## src/hw/cramSeq_macros.svh

```systemverilog
// Shared widths, stack depth and diagnostic register offsets, included by every design file
`ifndef CRAMSEQ_MACROS_SVH
`define CRAMSEQ_MACROS_SVH

// Control-store address width gives 256 microwords
`define CRA_W 8

// Subroutine return stack
`define STACK_DEPTH 8
`define SP_W 3

// Diagnostic Wishbone register offsets
`define REG_CADR  3'd0
`define REG_CDATA 3'd1
`define REG_CTRL  3'd2
`define REG_DIAG  3'd3
`define REG_STAT  3'd4

// Wishbone data bus width
`define WB_DW 32

`endif

```

## src/hw/cramPkg.sv

```systemverilog
// Types shared by the sequencer blocks and the testbench, referenced as cramPkg::name
`include "cramSeq_macros.svh"

package cramPkg;

  // One control-store address
  typedef logic [`CRA_W-1:0] tCradr;

  // Dispatch opcodes, each source is ORed into the jump field
  typedef enum logic [2:0] {
    DISP_NONE = 3'd0,
    DISP_DRJ  = 3'd1,
    DISP_SKIP = 3'd2,
    DISP_DIAG = 3'd3,
    DISP_RET  = 3'd4
  } tDispOp;

  // Microword layout, 24 bits with j in the top byte
  typedef struct packed {
    tCradr      j;
    tDispOp     disp;
    logic       call;
    logic [2:0] condSel;
    logic       halt;
    logic [7:0] field;
  } tMicroword;

  typedef enum logic [1:0] {
    RS_HALT = 2'd0,
    RS_RUN  = 2'd1,
    RS_STEP = 2'd2
  } tRunState;

  // Diagnostic register select
  typedef enum logic [2:0] {
    R_CADR  = `REG_CADR,
    R_CDATA = `REG_CDATA,
    R_CTRL  = `REG_CTRL,
    R_DIAG  = `REG_DIAG,
    R_STAT  = `REG_STAT
  } tRegSel;

  // Status word as read from REG_STAT, stackErr lands in bit 0
  typedef struct packed {
    tCradr           cradr;
    logic [`SP_W-1:0] sp;
    logic            running;
    logic            stackErr;
  } tStatus;

endpackage

```

## src/hw/stackPort.sv

```systemverilog
// Connection between the sequencer control and the return stack, one instance in the top level
`timescale 1ns/1ps
`include "cramSeq_macros.svh"

interface stackPort;

  // Requests from the sequencer, never both high in one cycle
  logic           push;
  logic           pop;
  cramPkg::tCradr pushAdr;

  // Top of stack, shown combinationally
  cramPkg::tCradr retAdr;
  // Pointer to the next empty entry
  logic [`SP_W-1:0] sp;
  // Sticky error, also high in the cycle of a refused request
  logic           err;

  modport ctrl (
    output push, pop, pushAdr,
    input  err
  );

  modport stack (
    input  push, pop, pushAdr,
    output retAdr, sp, err
  );

endinterface

```

## src/hw/returnStack.sv

```systemverilog
// Subroutine return stack for the sequencer, with sticky overflow and underflow error
`timescale 1ns/1ps
`include "cramSeq_macros.svh"

module returnStack (
  input  logic    clk,
  input  logic    RESET,
  input  logic    clearErr,
  stackPort.stack stk
);

  cramPkg::tCradr   entries [`STACK_DEPTH];
  logic [`SP_W-1:0] sp;
  // Set with all entries in use, sp has wrapped to 0 then
  logic             full;
  logic             errFlag;
  logic             empty;
  logic             pushOk;
  logic             popOk;
  logic             fault;

  assign empty  = (sp == '0) && !full;
  // Nothing moves while the error stands
  assign pushOk = stk.push && !full && !errFlag;
  assign popOk  = stk.pop && !empty && !errFlag;
  assign fault  = (stk.push && full) || (stk.pop && empty);

  assign stk.sp     = sp;
  // Top entry sits just below the pointer
  assign stk.retAdr = entries[sp - 1'b1];
  // Current refusal shows at once so the sequencer holds its address
  assign stk.err    = errFlag || fault;

  always_ff @(posedge clk) begin
    if (RESET) begin
      sp      <= '0;
      full    <= 1'b0;
      errFlag <= 1'b0;
    end else begin
      if (pushOk) begin
        sp   <= sp + 1'b1;
        full <= (sp == `SP_W'(`STACK_DEPTH - 1));
      end else if (popOk) begin
        sp   <= sp - 1'b1;
        full <= 1'b0;
      end
      // Error wins over a clear in the same cycle
      if (fault) begin
        errFlag <= 1'b1;
      end else if (clearErr) begin
        errFlag <= 1'b0;
      end
    end
  end

  // Entry storage
  always_ff @(posedge clk) begin
    if (pushOk) begin
      entries[sp] <= stk.pushAdr;
    end
  end

endmodule

```

## src/flat_wrapper.sv

```systemverilog
// flat-port wrapper written by rule: the top's interface ports become plain ports
module returnStack_flat 
  (clk, RESET, clearErr, stk_push, stk_pop, stk_pushAdr, stk_retAdr, stk_sp, stk_err);
  stackPort stk_i ();
  input  logic clk;
  input  logic RESET;
  input  logic clearErr;
  input wire logic [$bits(stk_i.push)-1:0] stk_push;
  input wire logic [$bits(stk_i.pop)-1:0] stk_pop;
  input wire logic [$bits(stk_i.pushAdr)-1:0] stk_pushAdr;
  output wire logic [$bits(stk_i.retAdr)-1:0] stk_retAdr;
  output wire logic [$bits(stk_i.sp)-1:0] stk_sp;
  output wire logic [$bits(stk_i.err)-1:0] stk_err;
  assign stk_i.push = stk_push;
  assign stk_i.pop = stk_pop;
  assign stk_i.pushAdr = stk_pushAdr;
  assign stk_retAdr = stk_i.retAdr;
  assign stk_sp = stk_i.sp;
  assign stk_err = stk_i.err;
  returnStack u_core (.clk(clk), .RESET(RESET), .clearErr(clearErr), .stk(stk_i));
endmodule
```

## config.mk

```make
export PLATFORM = sky130hd
export DESIGN_NAME = returnStack_flat
export DESIGN_NICKNAME = d
export VERILOG_FILES = /design/src/hw/cramPkg.sv /design/src/hw/stackPort.sv /design/src/hw/returnStack.sv /design/src/flat_wrapper.sv
export VERILOG_INCLUDE_DIRS = /design/src /design/src/hw
export SDC_FILE = /design/constraint.sdc
export NUM_CORES = 1
export LEC_CHECK = 0
export ABC_CLOCK_PERIOD_IN_PS = 2050
export BUFFER_PORTS_ARGS = -buffer_cell sky130_fd_sc_hd__buf_2
export CAP_MARGIN = 40
export CORE_MARGIN = 4
export CORE_UTILIZATION = 30
export DETAILED_ROUTE_END_ITERATION = 7
export PLACE_DENSITY = 0.43
export SLEW_MARGIN = 40
export SYNTH_ARGS = -nofsm -noshare
export SYNTH_HDL_FRONTEND = slang
export SYNTH_SLANG_ARGS = --single-unit
```

## constraint.sdc

```tcl
create_clock -name clk -period 2.05 [get_ports clk]
set_input_delay 0.205 -clock clk [delete_from_list [all_inputs] [get_ports clk]]
set_output_delay 0.205 -clock clk [all_outputs]
set_load 0.005 [all_outputs]
```

==> impl_metrics.env, run 1 <==
export IMPL_status="complete, but fails checks"
export IMPL_violations="negative setup slack"
export IMPL_worstSkewPairLatency_ns=0.34
export IMPL_grt_pass1_vias=1608
export IMPL_synth_xor_area_share=0.00880
export IMPL_finalHoldViolCount=0
export IMPL_path_cells="inv_4, ha_4, buf_12, mux4_2, mux2_4, buf_6"
export IMPL_fin_crit_sh=1.03
export IMPL_worstPathRequired_ns=1.85
export IMPL_finalSetupViolCount=8
export IMPL_die_area_um2=11100
export IMPL_clkTransAtPathRegs_ns=0.07
export IMPL_slew_viol_final=0
export IMPL_layout_drive_gt1_share=0.478
export IMPL_synth_top_family_by_area="multiplexers"
export IMPL_endpoint_kind="output pin"
export IMPL_dp_cells=309
export IMPL_reg2reg_depth=3
export IMPL_dp_hpwl_um=3610
export IMPL_synthFlopType="edfxtp_1"
export IMPL_drc=0
export IMPL_synth_avg_cell_area_um2=19.5
export IMPL_synthTopCellsByCount="edfxtp_1, mux4_2, mux2_2, nor2_1"
export IMPL_rows=35
export IMPL_dieWidth_um=105
export IMPL_syn_nets=163
export IMPL_synth_area_leaders="edfxtp_1, mux4_2, dfxtp_1"
export IMPL_synth_simple_area_share=0.0515
export IMPL_fin_skew_ns=0.00977
export IMPL_grt_max_degree=13
export IMPL_fmax_mhz=474
export IMPL_cts_buffer_depth=2
export IMPL_fin_nets=217
export IMPL_core_area_um2=9240
export IMPL_num_vias=1507
export IMPL_fin_total_pwr_mw=4.80
export IMPL_antenna_cells=0
export IMPL_synth_seq_cells=69
export IMPL_cts_hold_buffers=0
export IMPL_max_cap_viol_count=0
export IMPL_initialDrtViolationCount=73
export IMPL_ioPinCount=25
export IMPL_clock_sinks=69
export IMPL_cts_htree_levels=3
export IMPL_hold_ws_ns=0.114
export IMPL_via_per_inst=4.51
export IMPL_hold_path_class="primary input to flip-flop"
export IMPL_synth_seq_area_share=0.711
export IMPL_root_buffer="clkbuf_8"
export IMPL_start_util=0.308
export IMPL_slew_headroom=0.723
export IMPL_n_fill_cell=848
export IMPL_area_delta_synth_final_pct=27.5
export IMPL_ir_drop_mv=0.502
export IMPL_cp_buffers_inverters=3
export IMPL_p_leak_nw=1.25
export IMPL_max_stage_delay_ns=0.35
export IMPL_path_depth=6
export IMPL_stdcell_count=334
export IMPL_period_minus_slack_ns=2.11
export IMPL_wl_per_cell_um=18.0
export IMPL_cts_inserted_buffers=9
export IMPL_ys_warn_count=0
export IMPL_path_class="flip-flop to output pin"
export IMPL_netlist_area_um2=2840
export IMPL_yosysUniqueCellTypes=31
export IMPL_synth_top_cell_area_share=0.676
export IMPL_cp_arrival_ns=1.90
export IMPL_grt_pass1_wl_um=9560
export IMPL_portBuffers=24
export IMPL_globalplace_congestion=0.818
export IMPL_post_synth_top_count_cell="edfxtp_1"
export IMPL_reg2reg_slack_ns=0.30
export IMPL_grt_usage=0.118
export IMPL_setup_ws_ns=-0.0585
export IMPL_critPathLaunchType="flip-flop"
export IMPL_cts_tree="yes"
export IMPL_ant_nets=0
export IMPL_wl_um=6000
export IMPL_cp_top_family="multiplexers"
export IMPL_antenna_found_initial=1
export IMPL_powerDensity_nw_per_um2=1320
export IMPL_async_reset_ff_frac=0
export IMPL_hold_path_depth=2
export IMPL_critPathSlowestCell="dfxtp_2"
export IMPL_worst_pin_slew_ns=0.405
export IMPL_synthAdderAreaFrac=0.0176
export IMPL_cp_max_fo=8
export IMPL_first_pass_iters=4
export IMPL_die_y_um=105
export IMPL_yosys_area_top_type="edfxtp_1"
export IMPL_globalRouteOverflowTotal=0
export IMPL_synth_area_mux_share=0.162
export IMPL_synth_compound_area_frac=0.0242
export IMPL_synth_edf_count=64
export IMPL_netlist_instances=146
export IMPL_rsz0062_at_grt="yes"
==> sequential cells by signal, indices dropped and copies added, names as in the netlist <==
| register | cells |
|---|---|
| u_core.full | 1 |
| u_core.errFlag | 1 |
| u_core.stk.sp | 3 |
| u_core.entries | 64 |
==> path summary, 6_finish.rpt <==
path,from,to
max,u_core.stk.sp[1],stk_retAdr[5]
min,RESET,u_core.errFlag
max reg2reg,u_core.errFlag,u_core.entries[1][1]
min reg2reg,u_core.errFlag,u_core.errFlag
==> layer usage <==
layer / wire length (um) / part of all wire / track usage / up-vias
li1: - / - / - / 704
met1: 2870 / 0.48 / 0.162 / 756
met2: 2750 / 0.46 / 0.172 / 32
met3: 241 / 0.040 / 0.0380 / 13
met4: 125 / 0.021 / 0.0506 / 2
met5: 9 / 0.0015 / 0 / -
==> layout make-up <==
class | instances | area (um2) | share of cell area
clock buffers | 10 | 128 | 0.0352
clock inverters | 6 | 63.8 | 0.0176
inverters | 3 | 16.3 | 0.00449
repair buffers | 50 | 442 | 0.122
flip-flops and latches | 69 | 2020 | 0.558
multi-input cells | 67 | 791 | 0.218
well taps | 129 | 161 | 0.0445
==> kinds of logic (layout without fill, tap and decap cells) <==
kind of cell | Yosys count | after routing
mux | 24 | 24
fa+ha+maj | 4 | 4
buf+inv | 10 | 69
simple gates | 26 | 26
compound gates | 11 | 11
xor+xnor | 2 | 2
flops | 69 | 69
==> per-stage QoR <==
step                      utilization  setup WS [ns]  TNS [ns]  area, um2
after global placement          0.352         0.0705         0       3250
after detailed placement        0.352         0.0277         0       3250
after floorplan                     -        -0.0276    -0.663       2850
final                           0.392        -0.0585    -0.342       3630
after global routing            0.392         -0.131    -0.983       3630
after CTS                       0.390        -0.0791    -0.568       3610
==> cells in the final DEF (no fill, tap or decap), types with 2 or more instances in the layout <==
cell / count
a21oi_1: 4
buf_12: 3
buf_16: 3
buf_2: 20
buf_4: 19
buf_6: 5
clkbuf_8: 9
clkinv_2: 2
clkinvlp_4: 2
dfxtp_1: 3
dfxtp_2: 2
edfxtp_1: 64
ha_1: 3
inv_4: 2
mux2_2: 3
mux2_4: 5
mux4_2: 16
nand2_1: 2
nand2b_1: 4
nor2_1: 6
nor3_1: 5
nor3b_1: 2
nor4_2: 3
o31ai_1: 2
==> power breakdown <==
part	internal, mW	switching [mW]
registers	1.68	0.0472
logic	1.19	0.814
clock network	0.560	0.515
total	3.43	1.38
==> repair_timing <==
item,in CTS,in global routing
buffers inserted,5,1
gates resized for setup,17,3
cloned,3,0
setup endpoints to repair,8,8
pin swaps,1,1
No activity file was read; power rests on OpenSTA's default activity.
==> run 2, diff against run 1 <==
ABC_CLOCK_PERIOD_IN_PS = 2300   (was 2050)
CORE_ASPECT_RATIO = 0.5   (was unset)
CORE_MARGIN = unset   (was 4)
PLACE_DENSITY = 0.42   (was 0.43)
clock period = 2.3 ns   (was 2.05 ns; I/O delays follow)
==> run 2 against run 1 <==
Effect of this change: the run now ends clean; non-clock buffer count decreased by 13; core utilization is 0.062 points higher; first-iteration DRC count increased by 33%; cell count down 7.5%; combinational power is 35% lower; highest routed layer is now met4; sequential cell count is the same; sequential share of layout area rose by 1.7 points; die area shrank 11%.
==> impl_metrics.env, run 2 (synthesis results as in run 1) <==
export IMPL_slew_viol_final=0
export IMPL_dp_hpwl_um=3430
export IMPL_dp_cells=293
export IMPL_fin_nets=204
export IMPL_globalplace_congestion=0.736
export IMPL_ioPinCount=25
export IMPL_cts_tree="yes"
export IMPL_hold_end="u_core.stk.sp[0]"
export IMPL_die_y_um=70.8
export IMPL_grt_usage=0.126
export IMPL_cp_top_family="multiplexers"
export IMPL_via_per_inst=4.68
export IMPL_first_pass_iters=4
export IMPL_cts_inserted_buffers=9
export IMPL_reg2reg_slack_ns=0.62
export IMPL_start_util=0.318
export IMPL_rsz0062_at_grt="yes"
export IMPL_cts_buffer_depth=2
export IMPL_stdcell_count=309
export IMPL_cp_max_fo=15
export IMPL_hold_path_depth=2
export IMPL_critPathSlowestCell="mux4_1"
export IMPL_max_cap_viol_count=0
export IMPL_finalSetupViolCount=0
export IMPL_clock_sinks=69
export IMPL_globalRouteOverflowTotal=0
export IMPL_wl_met2_um=2280
export IMPL_antenna_cells=0
export IMPL_worstSkewPairLatency_ns=0.33
export IMPL_finalHoldViolCount=0
export IMPL_path_cells="buf_4, mux4_1, mux2_2, buf_2"
export IMPL_layout_drive_gt1_share=0.427
export IMPL_grt_pass1_vias=1531
export IMPL_rr_startpoint="u_core.stk.sp[2]"
export IMPL_final_common_cell="edfxtp_1"
export IMPL_cp_arrival_ns=2.00
export IMPL_root_buffer="clkbuf_16"
export IMPL_wl_per_cell_um=18.1
export IMPL_rows=24
export IMPL_reg2reg_depth=3
export IMPL_ant_nets=0
export IMPL_die_area_um2=9900
export IMPL_cp_buffers_inverters=2
export IMPL_placed_area_um2=3180
export IMPL_grt_max_degree=17
export IMPL_num_vias=1447
export IMPL_worst_pin_slew_ns=0.571
export IMPL_fmax_mhz=449
export IMPL_critPathLaunchType="flip-flop"
export IMPL_met1_length_um=3010
export IMPL_slew_headroom=0.619
export IMPL_dr_wl_met3_um=226
export IMPL_ir_drop_mv=0.443
export IMPL_top_regs="u_core.entries (64), u_core.stk.sp (3)"
export IMPL_hold_path_class="primary input to flip-flop"
export IMPL_status="finished clean"
export IMPL_largest_reg_flops=64
export IMPL_routed_top_layer="met4"
export IMPL_area_delta_synth_final_pct=23.7
export IMPL_dieWidth_um=140
export IMPL_portBuffers=24
export IMPL_final_area_um2=3520
export IMPL_antenna_found_initial=0
export IMPL_max_stage_delay_ns=0.60
export IMPL_initialDrtViolationCount=97
export IMPL_wl_um=5610
export IMPL_p_leak_nw=1.20
export IMPL_path_class="flip-flop to output pin"
export IMPL_reg2reg_to="u_core.entries[4][5]"
export IMPL_grt_pass1_wl_um=8690
export IMPL_top_register="u_core.entries"
export IMPL_cts_resized_gates=2
export IMPL_hold_path_startpoint="RESET"
export IMPL_worstPathRequired_ns=2.07
export IMPL_endpoint_kind="output pin"
export IMPL_period_minus_slack_ns=2.23
export IMPL_core_area_um2=8950
export IMPL_drc=0
export IMPL_cts_htree_levels=3
export IMPL_layout_common_cells="edfxtp_1, buf_2, mux4_2, buf_4, clkbuf_16"
export IMPL_fin_crit_sh=0.968
export IMPL_post_cts_buffers=0
export IMPL_fin_skew_ns=0.00383
export IMPL_setup_tns_ns=0
export IMPL_powerDensity_nw_per_um2=1230
export IMPL_fin_total_pwr_mw=4.32
export IMPL_utilization=0.393
export IMPL_cts_hold_buffers=0
export IMPL_clkTransAtPathRegs_ns=0.05
## run 2: final cells by class
cell class                 count  area (um2)
multi-input combinational     67         783
fill                         830        5430
inverter                       3        11.3
clock inverter                 7        98.8
clock buffer                   9         225
sequential                    69        2020
tap                          117         146
timing repair buffer          37         230
## run 2: metrics by stage
| step | hold WS [ns] | setup slack, ns |
|---|---|---|
| 4_1_cts | 0.142 | 0.0354 |
| 3_3_place_gp | 0.491 | 0.325 |
| 3_5_place_dp | 0.493 | 0.288 |
| 6_report | 0.153 | 0.0730 |
| 2_1_floorplan | 0.299 | 0.0981 |
| 5_1_grt | 0.164 | -0.00924 |
## run 2: worst max path at each step
stage	from	endpoint	slack (ns)	cells past startpoint
2_1_floorplan	u_core.stk.sp[0]	stk_retAdr[1]	0.1	7
3_3_place_gp	u_core.stk.sp[0]	stk_retAdr[3]	0.33	6
3_5_place_dp	u_core.stk.sp[0]	stk_retAdr[3]	0.29	6
4_1_cts	u_core.stk.sp[0]	stk_retAdr[3]	0.04	6
5_1_grt	u_core.stk.sp[0]	stk_retAdr[0]	-0.009	4
6_report	u_core.stk.sp[0]	stk_retAdr[0]	0.07	4
## run 2: routing by layer
layer  vias to the layer above  GRT usage
li1                        679          -
met1                       734      0.178
met2                        25      0.173
met3                         9     0.0474
met4                         0     0.0549
met5                         -          0
## run 2: where the power goes
part,leakage (nW),internal [mW],switching (mW)
clock network,0.156,0.953,0.511
registers,0.622,1.50,0.0522
logic,0.421,0.698,0.604
total,1.20,3.15,1.17
==> run 3, diff against run 2 <==
GPL_ROUTABILITY_DRIVEN = 0   (was unset)
MAX_ROUTING_LAYER = met4   (was unset)
==> run 3 against run 2 <==
Effect of this change: worst setup slack lost 0.00062 ns; worst hold slack gained 0.0019 ns; count of clock-buffer cells in the layout is the same; sequential cell count is the same; design area is the same; critical path depth is the same; combinational power is essentially flat; clock power is essentially flat; maximum frequency is essentially flat; critical path type unchanged.
==> impl_metrics.env, run 3 (synthesis results as in run 1) <==
export IMPL_core_area_um2=8950
export IMPL_period_minus_slack_ns=2.23
export IMPL_drc=0
export IMPL_layout_drive_gt1_share=0.427
export IMPL_largest_reg_flops=64
export IMPL_p_leak_nw=1.20
export IMPL_via_per_inst=4.69
export IMPL_cts_htree_levels=3
export IMPL_dp_cells=293
export IMPL_cts_tree="yes"
export IMPL_max_cap_viol_count=0
export IMPL_n_fill_cell=830
export IMPL_initialDrtViolationCount=94
export IMPL_hold_path_class="primary input to flip-flop"
export IMPL_cp_arrival_ns=2.00
export IMPL_grt_max_degree=17
export IMPL_cts_hold_buffers=0
export IMPL_status="finished clean"
export IMPL_dp_hpwl_um=3430
export IMPL_power_share_clock=0.340
export IMPL_intPower_mw=3.15
export IMPL_start_util=0.318
export IMPL_hold_ws_ns=0.155
export IMPL_switching_share=0.271
export IMPL_die_y_um=70.8
export IMPL_cp_max_fo=15
export IMPL_cts_inserted_buffers=9
export IMPL_ioPinCount=25
export IMPL_root_buffer="clkbuf_16"
export IMPL_ant_nets=0
export IMPL_grt_pass1_wl_um=8680
export IMPL_fin_skew_ns=0.00471
export IMPL_switchingPower_mw=1.17
export IMPL_stdcell_count=309
export IMPL_critPathLaunchType="flip-flop"
export IMPL_worst_pin_slew_ns=0.571
export IMPL_worstPathRequired_ns=2.07
export IMPL_first_pass_iters=4
export IMPL_area_delta_synth_final_pct=23.7
export IMPL_portBuffers=24
export IMPL_fin_nets=204
export IMPL_p_seq_frac=0.359
export IMPL_top_regs="u_core.entries (64), u_core.stk.sp (3)"
export IMPL_rows=24
export IMPL_antenna_cells=0
export IMPL_wl_per_cell_um=18.2
export IMPL_wl_um=5610
export IMPL_fmax_mhz=449
export IMPL_powerDensity_nw_per_um2=1230
export IMPL_slew_viol_final=0
export IMPL_dieWidth_um=140
export IMPL_fin_crit_sh=0.969
export IMPL_ir_drop_mv=0.441
export IMPL_clkTransAtPathRegs_ns=0.06
export IMPL_layout_common_cells="edfxtp_1, buf_2, mux4_2, buf_4, clkbuf_16"
export IMPL_path_class="flip-flop to output pin"
export IMPL_clock_sinks=69
export IMPL_grt_pass1_vias=1534
export IMPL_rsz0062_at_grt="yes"
export IMPL_finalSetupViolCount=0
export IMPL_cts_buffer_depth=2
export IMPL_finalHoldViolCount=0
export IMPL_endpoint_kind="output pin"
export IMPL_slew_headroom=0.619
export IMPL_die_area_um2=9900
export IMPL_num_vias=1448
export IMPL_regArea_um2=2020
export IMPL_multi_input_area_um2=783
export IMPL_globalRouteOverflowTotal=0
export IMPL_antenna_found_initial=0
export IMPL_grt_usage=0.130
export IMPL_worstSkewPairLatency_ns=0.33
export IMPL_top_register="u_core.entries"
export IMPL_combPwrFrac=0.301
export IMPL_final_common_cell="edfxtp_1"
[run 3: cell counts in the layout (fill, tap and decap cells not counted)]
No cell type changed its count.
[run 3: cell type report]
cell class | instances | share of cell area
tap | 117 | 0.0416
sequential | 69 | 0.575
timing repair buffer | 37 | 0.0655
clock buffer | 9 | 0.0640
multi-input combinational | 67 | 0.223
inverter | 3 | 0.00320
clock inverter | 7 | 0.0281
[run 3: power groups by stage]
stage | clock, mW | sequential (mW) | combinational [mW]
2_1_floorplan | 0 | 1.56 | 0.859
3_3_place_gp | 0 | 1.57 | 1.30
3_5_place_dp | 0 | 1.57 | 1.30
4_1_cts | 1.50 | 1.55 | 1.33
5_1_grt | 1.55 | 1.56 | 1.42
6_report | 1.47 | 1.55 | 1.30
[run 3: worst max-delay path: stages, from the launching register on]
cell,delay (ns)
dfxtp_1,0.37
buf_4,0.29
mux4_1,0.60
mux2_2,0.27
buf_2,0.12
[run 3: final timing paths]
kind	from	endpoint	slack [ns]	cells after the start
worst min-delay path	RESET	u_core.stk.sp[0]	0.16	2
worst max-delay path	u_core.stk.sp[0]	stk_retAdr[0]	0.07	4
worst min register to register	u_core.errFlag	u_core.errFlag	0.55	2
worst max register to register	u_core.stk.sp[2]	u_core.entries[4][5]	0.62	3
[run 3: per-stage QoR]
stage,worst slack (ns),cell area [um2],total power [mW],TNS [ns],utilization
floorplan,0.0981,2840,2.42,0,-
global placement,0.325,3180,2.87,0,0.355
detailed placement,0.288,3180,2.88,0,0.355
CTS,0.0354,3520,4.39,0,0.393
global route,-0.00923,3520,4.53,-0.00923,0.393
finish,0.0724,3520,4.32,0,0.393
[run 3: repair_timing]
item	4_1_cts	5_1_grt
setup endpoints to repair	8	8
setup buffers	0	0
gates resized for setup	2	1
[run 3: routing by layer]
layer | up-vias | wire length, um | track usage | part of all wire
met4 | 0 | 91 | 0.0549 | 0.016
met3 | 9 | 229 | 0.0474 | 0.041
met1 | 734 | 3010 | 0.178 | 0.54
met5 | - | 0 | - | 0
met2 | 25 | 2280 | 0.173 | 0.41
li1 | 680 | - | - | -
